`src/include/cnn_consts.svh`:
```
/*
 * Convolution engine sizes
 * Picture, kernel, read lane and write word dimensions plus the
 * memory address width shared by the package and the RTL blocks.
 */
`ifndef CNN_CONSTS_SVH
`define CNN_CONSTS_SVH

// ==========================================================================
// Memory
// ==========================================================================
`define CNN_ADDR_W    19                 // Byte address width

// ==========================================================================
// Geometry
// ==========================================================================
`define CNN_PIC_ROWS  8                  // Picture rows
`define CNN_PIC_COLS  8                  // Picture columns, also the row pitch
`define CNN_KER_ROWS  4                  // Kernel lines per window
`define CNN_KER_COLS  4                  // Kernel bytes per line
`define CNN_LANES     4                  // Picture bytes per read
`define CNN_WR_BYTES  4                  // Result bytes per write word
`define CNN_WIN_LAST  (`CNN_PIC_ROWS - `CNN_KER_ROWS)  // Last window row/column

`endif

```
`src/hdl/cnn_pkg.sv`:
```
/*
 * Convolution engine types
 * Vector typedefs for addresses, data lanes and counters, and the
 * state encoding of the sequencing FSM.
 */
`default_nettype none

`include "cnn_consts.svh"

package cnn_pkg;

  typedef logic        [`CNN_ADDR_W-1:0]        addr_t;       // Memory byte address
  typedef logic        [7:0]                    pix_t;        // Unsigned picture byte
  typedef logic signed [7:0]                    wgt_t;        // Signed weight byte
  typedef logic signed [31:0]                   acc_t;        // Window sum and bias
  typedef logic        [8*`CNN_LANES-1:0]       lane_data_t;  // One picture row read
  typedef logic        [8*`CNN_KER_ROWS*`CNN_KER_COLS-1:0] wgt_block_t;  // Whole kernel
  typedef logic        [8*`CNN_WR_BYTES-1:0]    wr_word_t;    // One write word
  typedef logic        [2:0]                    win_idx_t;    // Window row or column
  typedef logic        [1:0]                    line_idx_t;   // Kernel line
  typedef logic        [2:0]                    byte_cnt_t;   // Valid bytes in a write

  typedef enum logic [2:0] {
    IDLE   = 3'd0,
    LOAD   = 3'd1,
    READ   = 3'd2,
    CALC   = 3'd3,
    FINISH = 3'd4,
    WRITE  = 3'd5
  } cnn_state_t;

endpackage

`default_nettype wire

```
`src/hdl/cnn_fsm.sv`:
```
/*
 * Convolution engine sequencer
 * Walks the weight/bias load, the per-row picture reads and
 * accumulations, window completion and result writes, and issues
 * one-cycle strobes to the datapath blocks.
 */
`timescale 1ns/1ps
`default_nettype none

module cnn_fsm
  import cnn_pkg::*;
(
  input  logic       clk,
  input  logic       rst_n,
  input  logic       go,
  input  logic       weights_ready,   // Kernel and bias both returned
  input  logic       pic_valid,
  input  logic       wr_ack,
  input  logic       window_end,      // Last kernel line of the window
  input  logic       run_end,         // Counters sit on the last window
  input  logic       word_full,       // This result completes the word
  output cnn_state_t state,
  output logic       start,
  output logic       load,
  output logic       calc,
  output logic       finish,
  output logic       write_done,
  output logic       busy,
  output logic       done
);

  cnn_state_t next_state;
  logic       last_win;               // Final window already finished

  // ==========================================================================
  // Next state
  // ==========================================================================
  always_comb
  begin
    next_state = state;
    case (state)
      IDLE:    if (go) next_state = LOAD;
      LOAD:    if (weights_ready) next_state = READ;
      READ:    if (pic_valid) next_state = CALC;
      CALC:    next_state = window_end ? FINISH : READ;
      FINISH:  next_state = (word_full || run_end) ? WRITE : READ;
      WRITE:
      begin
        if (wr_ack)
          next_state = last_win ? IDLE : READ;
      end
      default: next_state = IDLE;
    endcase
  end

  always_ff @(posedge clk or negedge rst_n)
  begin
    if (!rst_n)
      state <= IDLE;
    else
      state <= next_state;
  end

  // Remember that the final partial or full word is the one in flight
  always_ff @(posedge clk or negedge rst_n)
  begin
    if (!rst_n)
      last_win <= 1'b0;
    else if (start)
      last_win <= 1'b0;
    else if (state == FINISH && run_end)
      last_win <= 1'b1;
  end

  always_ff @(posedge clk or negedge rst_n)
  begin
    if (!rst_n)
      done <= 1'b0;
    else
      done <= write_done && last_win;     // One cycle after the final ack
  end

  // ==========================================================================
  // Strobes
  // ==========================================================================
  assign start      = (state == IDLE) && go;
  assign load       = (state == LOAD) && weights_ready;
  assign calc       = (state == CALC);
  assign finish     = (state == FINISH);
  assign write_done = (state == WRITE) && wr_ack;
  assign busy       = (state != IDLE);

  // The memory only acknowledges a write that was requested
  a_ack_in_write: assert property (@(posedge clk) disable iff (!rst_n)
    wr_ack |-> state == WRITE)
    else $error("wr_ack seen outside WRITE");

endmodule

`default_nettype wire

```
`src/hdl/window_counter.sv`:
```
/*
 * Window position counters
 * Tracks the kernel line inside a window and the window column and
 * row inside the picture, and forms the address of the next picture
 * row read.
 */
`timescale 1ns/1ps
`default_nettype none

`include "cnn_consts.svh"

module window_counter
  import cnn_pkg::*;
(
  input  logic  clk,
  input  logic  rst_n,
  input  logic  start,
  input  logic  calc,
  input  logic  finish,
  input  addr_t addr_x,
  output addr_t pic_addr,
  output logic  window_end,
  output logic  run_end
);

  line_idx_t line;                         // Kernel line being read
  win_idx_t  win_col;
  win_idx_t  win_row;

  always_ff @(posedge clk or negedge rst_n)
  begin
    if (!rst_n)
    begin
      line    <= '0;
      win_col <= '0;
      win_row <= '0;
    end
    else if (start)
    begin
      line    <= '0;
      win_col <= '0;
      win_row <= '0;
    end
    else if (calc)
      line <= line_idx_t'(line + 1'b1);    // Wraps to 0 after the last line
    else if (finish)
    begin
      if (win_col != win_idx_t'(`CNN_WIN_LAST))
        win_col <= win_idx_t'(win_col + 1'b1);
      else if (win_row != win_idx_t'(`CNN_WIN_LAST))
      begin
        win_col <= '0;                     // Next window row
        win_row <= win_idx_t'(win_row + 1'b1);
      end
    end
  end

  // Row start of (window row + line), then step right by the window column
  assign pic_addr = addr_x
                  + addr_t'((addr_t'(win_row) + addr_t'(line)) * `CNN_PIC_COLS)
                  + addr_t'(win_col);

  assign window_end = (line == line_idx_t'(`CNN_KER_ROWS - 1));
  assign run_end    = (win_row == win_idx_t'(`CNN_WIN_LAST))
                   && (win_col == win_idx_t'(`CNN_WIN_LAST));

  a_win_range: assert property (@(posedge clk) disable iff (!rst_n)
    finish |=> (win_row <= win_idx_t'(`CNN_WIN_LAST))
            && (win_col <= win_idx_t'(`CNN_WIN_LAST)))
    else $error("window index beyond the picture");

endmodule

`default_nettype wire

```
`src/hdl/conv_accumulator.sv`:
```
/*
 * Window accumulator
 * Holds the kernel, the bias and the latest picture row, adds one
 * four-lane signed dot product per row and clamps the biased window
 * sum into an output byte.
 */
`timescale 1ns/1ps
`default_nettype none

`include "cnn_consts.svh"

module conv_accumulator
  import cnn_pkg::*;
(
  input  logic       clk,
  input  logic       rst_n,
  input  logic       wgt_valid,
  input  logic       bias_valid,
  input  logic       pic_valid,
  input  logic       calc,
  input  logic       finish,
  input  wgt_block_t wgt_data,
  input  acc_t       bias_data,
  input  lane_data_t pic_data,
  output pix_t       result
);

  wgt_block_t kernel_q;                  // Byte k holds line k/4, column k%4
  acc_t       bias_q;
  lane_data_t lane_q;                    // Lane c is picture column col+c
  acc_t       acc_q;
  acc_t       dot;
  acc_t       sum;
  line_idx_t  line;                      // Kernel line of the next calc

  always_ff @(posedge clk)
  begin
    if (wgt_valid)
      kernel_q <= wgt_data;
    if (bias_valid)
      bias_q <= bias_data;
    if (pic_valid)
      lane_q <= pic_data;
    if (finish)
      result <= (sum < 0) ? 8'h00 : (sum > 32'sd255) ? 8'hFF : sum[7:0];
  end

  // Signed weight times zero-extended pixel, summed over the lanes
  always_comb
  begin
    dot = '0;
    for (int c = 0; c < `CNN_LANES; c++)
      dot = dot + $signed({1'b0, lane_q[8*c +: 8]})
                * wgt_t'(kernel_q[8*(line*`CNN_KER_COLS + c) +: 8]);
  end

  assign sum = acc_q + bias_q;

  always_ff @(posedge clk or negedge rst_n)
  begin
    if (!rst_n)
    begin
      acc_q <= '0;
      line  <= '0;
    end
    else if (calc)
    begin
      acc_q <= acc_q + dot;
      line  <= line_idx_t'(line + 1'b1);
    end
    else if (finish)
      acc_q <= '0;                       // Fresh sum for the next window
  end

endmodule

`default_nettype wire

```
`src/hdl/result_packer.sv`:
```
/*
 * Result packer
 * Collects result bytes into a 32-bit write word, oldest byte in
 * the lowest lane, and keeps the write address and byte count.
 */
`timescale 1ns/1ps
`default_nettype none

`include "cnn_consts.svh"

module result_packer
  import cnn_pkg::*;
(
  input  logic      clk,
  input  logic      rst_n,
  input  logic      start,
  input  logic      write_done,
  input  logic      finish,
  input  pix_t      result,
  input  addr_t     addr_z,
  output addr_t     wr_addr,
  output wr_word_t  wr_data,
  output byte_cnt_t wr_size,
  output logic      word_full
);

  wr_word_t  word_q;
  byte_cnt_t fill;                         // Lanes already stored in word_q
  logic      pend;                         // Result register just updated
  wr_word_t  merged;

  assign merged = word_q | (wr_word_t'(result) << {fill, 3'b000});

  // The new byte shows up on the write port in the cycle it lands
  assign wr_data   = pend ? merged : word_q;
  assign wr_size   = byte_cnt_t'(fill + byte_cnt_t'(pend));
  assign word_full = (fill == byte_cnt_t'(`CNN_WR_BYTES - 1));

  always_ff @(posedge clk)
  begin
    if (start || write_done)
      word_q <= '0;
    else if (pend)
      word_q <= merged;
  end

  always_ff @(posedge clk or negedge rst_n)
  begin
    if (!rst_n)
    begin
      pend    <= 1'b0;
      fill    <= '0;
      wr_addr <= '0;
    end
    else
    begin
      pend <= finish;
      if (start)
      begin
        fill    <= '0;
        wr_addr <= addr_z;
      end
      else if (write_done)
      begin
        fill    <= '0;
        wr_addr <= wr_addr + addr_t'(wr_size);   // Next free byte
      end
      else if (pend)
        fill <= byte_cnt_t'(fill + 1'b1);
    end
  end

  a_size_range: assert property (@(posedge clk) disable iff (!rst_n)
    pend |-> wr_size <= byte_cnt_t'(`CNN_WR_BYTES))
    else $error("write word overfilled");

endmodule

`default_nettype wire

```
`src/hdl/cnn_top.sv`:
```
/*
 * Convolution engine top level
 * Connects the sequencer, window counters, accumulator and result
 * packer to the software strobes and the four memory ports.
 */
`timescale 1ns/1ps
`default_nettype none

module cnn_top
  import cnn_pkg::*;
(
  input  logic       clk,
  input  logic       rst_n,
  // Software side
  input  logic       go,
  input  addr_t      addr_x,
  input  addr_t      addr_y,
  input  addr_t      addr_bias,
  input  addr_t      addr_z,
  output logic       busy,
  output logic       done,
  // Picture read
  output logic       pic_req,
  output addr_t      pic_addr,
  input  lane_data_t pic_data,
  input  logic       pic_valid,
  // Weight read
  output logic       wgt_req,
  output addr_t      wgt_addr,
  input  wgt_block_t wgt_data,
  input  logic       wgt_valid,
  // Bias read
  output logic       bias_req,
  output addr_t      bias_addr,
  input  acc_t       bias_data,
  input  logic       bias_valid,
  // Result write
  output logic       wr_req,
  output addr_t      wr_addr,
  output wr_word_t   wr_data,
  output byte_cnt_t  wr_size,
  input  logic       wr_ack
);

  cnn_state_t state;
  logic       start, load, calc, finish, write_done;
  logic       weights_ready, window_end, run_end, word_full;
  logic       wgt_got, bias_got;          // Read returned during this LOAD
  pix_t       result;

  // ==========================================================================
  // Load handshake tracking
  // ==========================================================================
  always_ff @(posedge clk or negedge rst_n)
  begin
    if (!rst_n)
    begin
      wgt_got  <= 1'b0;
      bias_got <= 1'b0;
    end
    else if (load || start)
    begin
      wgt_got  <= 1'b0;
      bias_got <= 1'b0;
    end
    else
    begin
      if (wgt_valid)
        wgt_got <= 1'b1;
      if (bias_valid)
        bias_got <= 1'b1;
    end
  end

  assign weights_ready = (wgt_got || wgt_valid) && (bias_got || bias_valid);

  assign wgt_req   = (state == LOAD) && !wgt_got;   // Drops after its valid
  assign bias_req  = (state == LOAD) && !bias_got;
  assign pic_req   = (state == READ);
  assign wr_req    = (state == WRITE);
  assign wgt_addr  = addr_y;
  assign bias_addr = addr_bias;

  cnn_fsm u_fsm (
    .clk(clk), .rst_n(rst_n), .go(go), .weights_ready(weights_ready),
    .pic_valid(pic_valid), .wr_ack(wr_ack), .window_end(window_end),
    .run_end(run_end), .word_full(word_full), .state(state), .start(start),
    .load(load), .calc(calc), .finish(finish), .write_done(write_done),
    .busy(busy), .done(done)
  );

  window_counter u_window_counter (
    .clk(clk), .rst_n(rst_n), .start(start), .calc(calc), .finish(finish),
    .addr_x(addr_x), .pic_addr(pic_addr), .window_end(window_end),
    .run_end(run_end)
  );

  conv_accumulator u_conv_accumulator (
    .clk(clk), .rst_n(rst_n), .wgt_valid(wgt_valid), .bias_valid(bias_valid),
    .pic_valid(pic_valid), .calc(calc), .finish(finish), .wgt_data(wgt_data),
    .bias_data(bias_data), .pic_data(pic_data), .result(result)
  );

  result_packer u_result_packer (
    .clk(clk), .rst_n(rst_n), .start(start), .write_done(write_done),
    .finish(finish), .result(result), .addr_z(addr_z), .wr_addr(wr_addr),
    .wr_data(wr_data), .wr_size(wr_size), .word_full(word_full)
  );

endmodule

`default_nettype wire

```
`config.mk`:
```
export PLATFORM = sky130hd
export DESIGN_NAME = cnn_top
export DESIGN_NICKNAME = d
export VERILOG_FILES = /design/src/hdl/cnn_pkg.sv /design/src/hdl/cnn_fsm.sv /design/src/hdl/window_counter.sv /design/src/hdl/conv_accumulator.sv /design/src/hdl/result_packer.sv /design/src/hdl/cnn_top.sv
export VERILOG_INCLUDE_DIRS = /design/src /design/src/include
export SDC_FILE = /design/constraint.sdc
export NUM_CORES = 1
export LEC_CHECK = 0
export BUFFER_PORTS_ARGS = -buffer_cell sky130_fd_sc_hd__buf_2
export CORE_UTILIZATION = 50
export CTS_BUF_LIST = sky130_fd_sc_hd__clkbuf_4 sky130_fd_sc_hd__clkbuf_8 sky130_fd_sc_hd__clkbuf_16
export CTS_CLUSTER_SIZE = 30
export DETAILED_ROUTE_END_ITERATION = 16
export PLACE_DENSITY = 0.76
export SETUP_SLACK_MARGIN = 0.2
export SYNTH_ARGS = -nofsm -noshare
export SYNTH_HDL_FRONTEND = slang
export SYNTH_SLANG_ARGS = --single-unit
```
`constraint.sdc`:
```
create_clock -name clk -period 11.25 [get_ports clk]
set_input_delay 1.125 -clock clk [delete_from_list [all_inputs] [get_ports clk]]
set_output_delay 1.125 -clock clk [all_outputs]
set_load 0.01 [all_outputs]
```
==> results_dict.tcl <==
set metrics [dict create \
    syn_area_per_cell_sq_um 10.6 \
    hold_end "u_conv_accumulator.acc_q[16]" \
    final_antenna_net_count 0 \
    synthArstFlopShare_pct 23.7 \
    dieArea_sq_mm 0.0522 \
    hpwl_mm 48.1 \
    critical-path-top-delay-family "adder cells" \
    cts_buffer_depth 3 \
    reg2reg_depth 36 \
    required_ns 11.73 \
    wl_met2_mm 28.9 \
    grt_pass1_vias 18300 \
    htree_levels 1 \
    wl_mm 59.0 \
    synth_flop_cell "edfxtp_1" \
    cts_hold_buffers 0 \
    critPathArrivalTime_ns 10.70 \
    ys_types 92 \
    grt-ovfl-total 0 \
    hold_viol 0 \
    synthMostInstantiatedCell "inv_1" \
    period_needed_ns 10.22 \
    final_nets 3443 \
    track_usage_pct 22.5 \
    synth_xor_xnor_area_share_pct 4.06 \
    placementRows 82 \
    drt_iter0_drc 1072 \
    rsz0062_at_grt "false" \
    gp_congestion 0.933 \
    antenna_found_initial 2 \
    drive_gt1_share_pct 16.3 \
    synth-simple-area-share_pct 13.0 \
    cts_tree "built" \
    syn-num-nets 3160 \
    clkSlewWorstSetupHoldPaths_ns 0.06 \
    synth_top_family_by_area "adder cells" \
    vias 18400 \
    core-area_sq_mm 0.0504 \
    cp_slowest_cell "dfrtp_2" \
    cp_max_fo 18 \
    synth_fa_ha_area_share_pct 29.5 \
    drc_errors 0 \
    synth_compound_area_share_pct 10.3 \
    cts_sinks 304 \
    synth.top_cell.area_share_pct 23.4 \
    r2r_start "u_conv_accumulator.line[1]" \
    worst_setup_path_start_kind "flip-flop" \
    hold_start "u_conv_accumulator.acc_q[16]" \
    synth.area.mux_share_pct 3.19 \
    fin_cells 3389 \
    ys_top_cells_by_count "inv_1, ha_1, fa_1, edfxtp_1, nand2_1" \
    slowest_delay_ns 0.79 \
    die_h_um 229 \
    synth_edf_count 200 \
    worst-path-buf-inv 5 \
    die_w_um 229 \
    firstDrtPassIters 5 \
    synthToLayoutAreaGrowth_pct 11.9 \
    status "complete, no violations" \
    fin_skew_ns 0.0231 \
    finalCritPeriodShare_pct 90.9 \
    drv_cap 0 \
    syn_inst 2411 \
    r2r_slack_ns 1.03 \
    ios 392 \
    ys_seq_elements 304 \
    numCtsBuffers 31 \
    endpoint_kind "flip-flop" \
    dp.cells 3333 \
    ys_warn_count 0 \
    vias_per_cell 5.44 \
    tns_ns 0 \
    highest_layer "met5" \
    start_util_pct 50.9 \
    clock-root-buffer "clkbuf_16" \
    critPathKind "flip-flop to flip-flop" \
    hold_class "flip-flop to flip-flop" \
    worst_pin_slew_ns 1.22 \
    drv_slew 0 \
    yosysTopAreaCell "edfxtp_1" \
    yosysSeqAreaShare_pct 32.9 \
    fmaxAchievable_mhz 97.8 \
    path_common_cell "fa_1" \
    syn_area_sq_mm 0.0257 \
    reg2reg_to "u_conv_accumulator.acc_q[31]" \
    grt_max_degree 81 \
    wl_met1_mm 25.6 \
    port_buffers 315 \
    slew_headroom_pct 18.4 \
    wl_per_cell_um 17.4 \
    wl_met3_mm 3.30 \
    synth.area.top_cells "edfxtp_1, fa_1, ha_1" \
    holdPathStages 2 \
    post_cts_buffers 0 \
    setup_viol 0 \
    grt_pass1_wl_mm 94.8 \
    clk_latency_ns 0.60 \
]
-- metal layers --
metal,track usage (%),up-vias
met4,5.33,2
met1,30.4,9069
met5,0.0919,-
met2,38.4,592
li1,-,8700
met3,2.91,80
-- area by class of cell --
class                      instances  area (sq um)
multi-input combinational       1683         15400
sequential                       304          8450
timing repair buffer             327          1670
antenna                            1          2.50
tap                              672           841
inverter                         347          1300
fill                            4181         21700
clock inverter                    20           236
clock buffer                      35           806
-- how the worst max path moves through the flow --
stage,from,endpoint,slack [ns],cells after the start
finish,u_conv_accumulator.line[1],u_conv_accumulator.acc_q[31],1.03,36
floorplan,u_conv_accumulator.line[0],u_conv_accumulator.acc_q[31],1.08,38
CTS,u_conv_accumulator.line[0],u_conv_accumulator.acc_q[31],0.72,36
detailed placement,u_conv_accumulator.line[0],u_conv_accumulator.acc_q[31],0.75,33
global route,u_conv_accumulator.line[0],u_conv_accumulator.acc_q[31],0.37,34
global placement,u_conv_accumulator.line[0],u_conv_accumulator.acc_q[31],0.94,36
-- cells in the final DEF, fill, tap and decap left out, drive strengths merged, types with 5 or more instances in the layout --
| master | netlist | final |
|---|---|---|
| dfxtp | 32 | 32 |
| nand3 | 27 | 27 |
| and2 | 154 | 154 |
| a21o | 67 | 67 |
| ha | 257 | 257 |
| mux4 | 29 | 29 |
| xnor2 | 75 | 75 |
| bufinv | 0 | 5 |
| fa | 217 | 217 |
| o21ai | 89 | 89 |
| nand2b | 16 | 16 |
| edfxtp | 200 | 200 |
| or3 | 5 | 5 |
| nor4 | 8 | 8 |
| nor2b | 51 | 51 |
| nor3 | 22 | 22 |
| clkbuf | 26 | 35 |
| a211oi | 14 | 14 |
| nand2 | 188 | 188 |
| dfrtp | 72 | 72 |
| clkinv | 0 | 9 |
| buf | 51 | 327 |
| mux2i | 12 | 12 |
| o21bai | 26 | 26 |
| or2 | 11 | 11 |
| a21oi | 101 | 101 |
| nor2 | 113 | 113 |
| a21boi | 5 | 5 |
| o211ai | 9 | 9 |
| o21a | 14 | 14 |
| a31oi | 14 | 14 |
| and3 | 16 | 16 |
| xor2 | 44 | 44 |
| inv | 347 | 350 |
| a22o | 9 | 9 |
| nor3b | 5 | 5 |
| nand4 | 11 | 11 |
-- registers in the layout, indices dropped and copies added, names as in the netlist, 8 cells and up --
| register | cells |
|---|---|
| u_result_packer.wr_addr | 19 |
| u_conv_accumulator.acc_q | 32 |
| u_conv_accumulator.kernel_q | 128 |
| u_conv_accumulator.result | 8 |
| u_conv_accumulator.bias_q | 32 |
| u_result_packer.word_q | 32 |
| u_conv_accumulator.lane_q | 32 |
-- per-stage QoR --
step | cell area, sq um | hold WS, ns | util (%) | setup slack, ns
final | 28700 | 0.528 | 57.0 | 1.03
after global routing | 28700 | 0.544 | 57.0 | 0.370
after CTS | 28700 | 0.535 | 57.0 | 0.721
after detailed placement | 27700 | 0.518 | 54.9 | 0.748
after global placement | 27700 | 0.494 | 54.9 | 0.938
after floorplan | 25700 | 0.468 | - | 1.08
-- cells by family (layout without fill, tap and decap cells) --
family	count (synthesis)	after routing
xor+xnor	119	119
simple gates	647	647
fa+ha+maj	474	474
flops	304	304
compound gates	398	398
mux	45	45
buf+inv	424	729
other cells	0	1
-- worst reg2reg max path: cells and delay by family (launching register included) --
| kind | cells | cell delay, ns |
|---|---|---|
| multiplexers | 1 | 0.19 |
| AO/OA/AOI/OAI | 14 | 2.69 |
| adder cells (fa/ha/maj) | 9 | 4.29 |
| XOR/XNOR | 1 | 0.32 |
| flip-flops | 1 | 0.79 |
| buffers and inverters | 5 | 0.80 |
| AND/OR/NAND/NOR | 6 | 1.02 |
-- what timing repair did --
action / 4_1_cts / 5_1_grt
resized for setup: 0 / 2
endpoints found under the hold margin: 0 / 0
setup endpoints to repair: 0 / 2
Power is not shown: default switching activity piles up to over one toggle a cycle in this logic, so the estimate is an artifact.
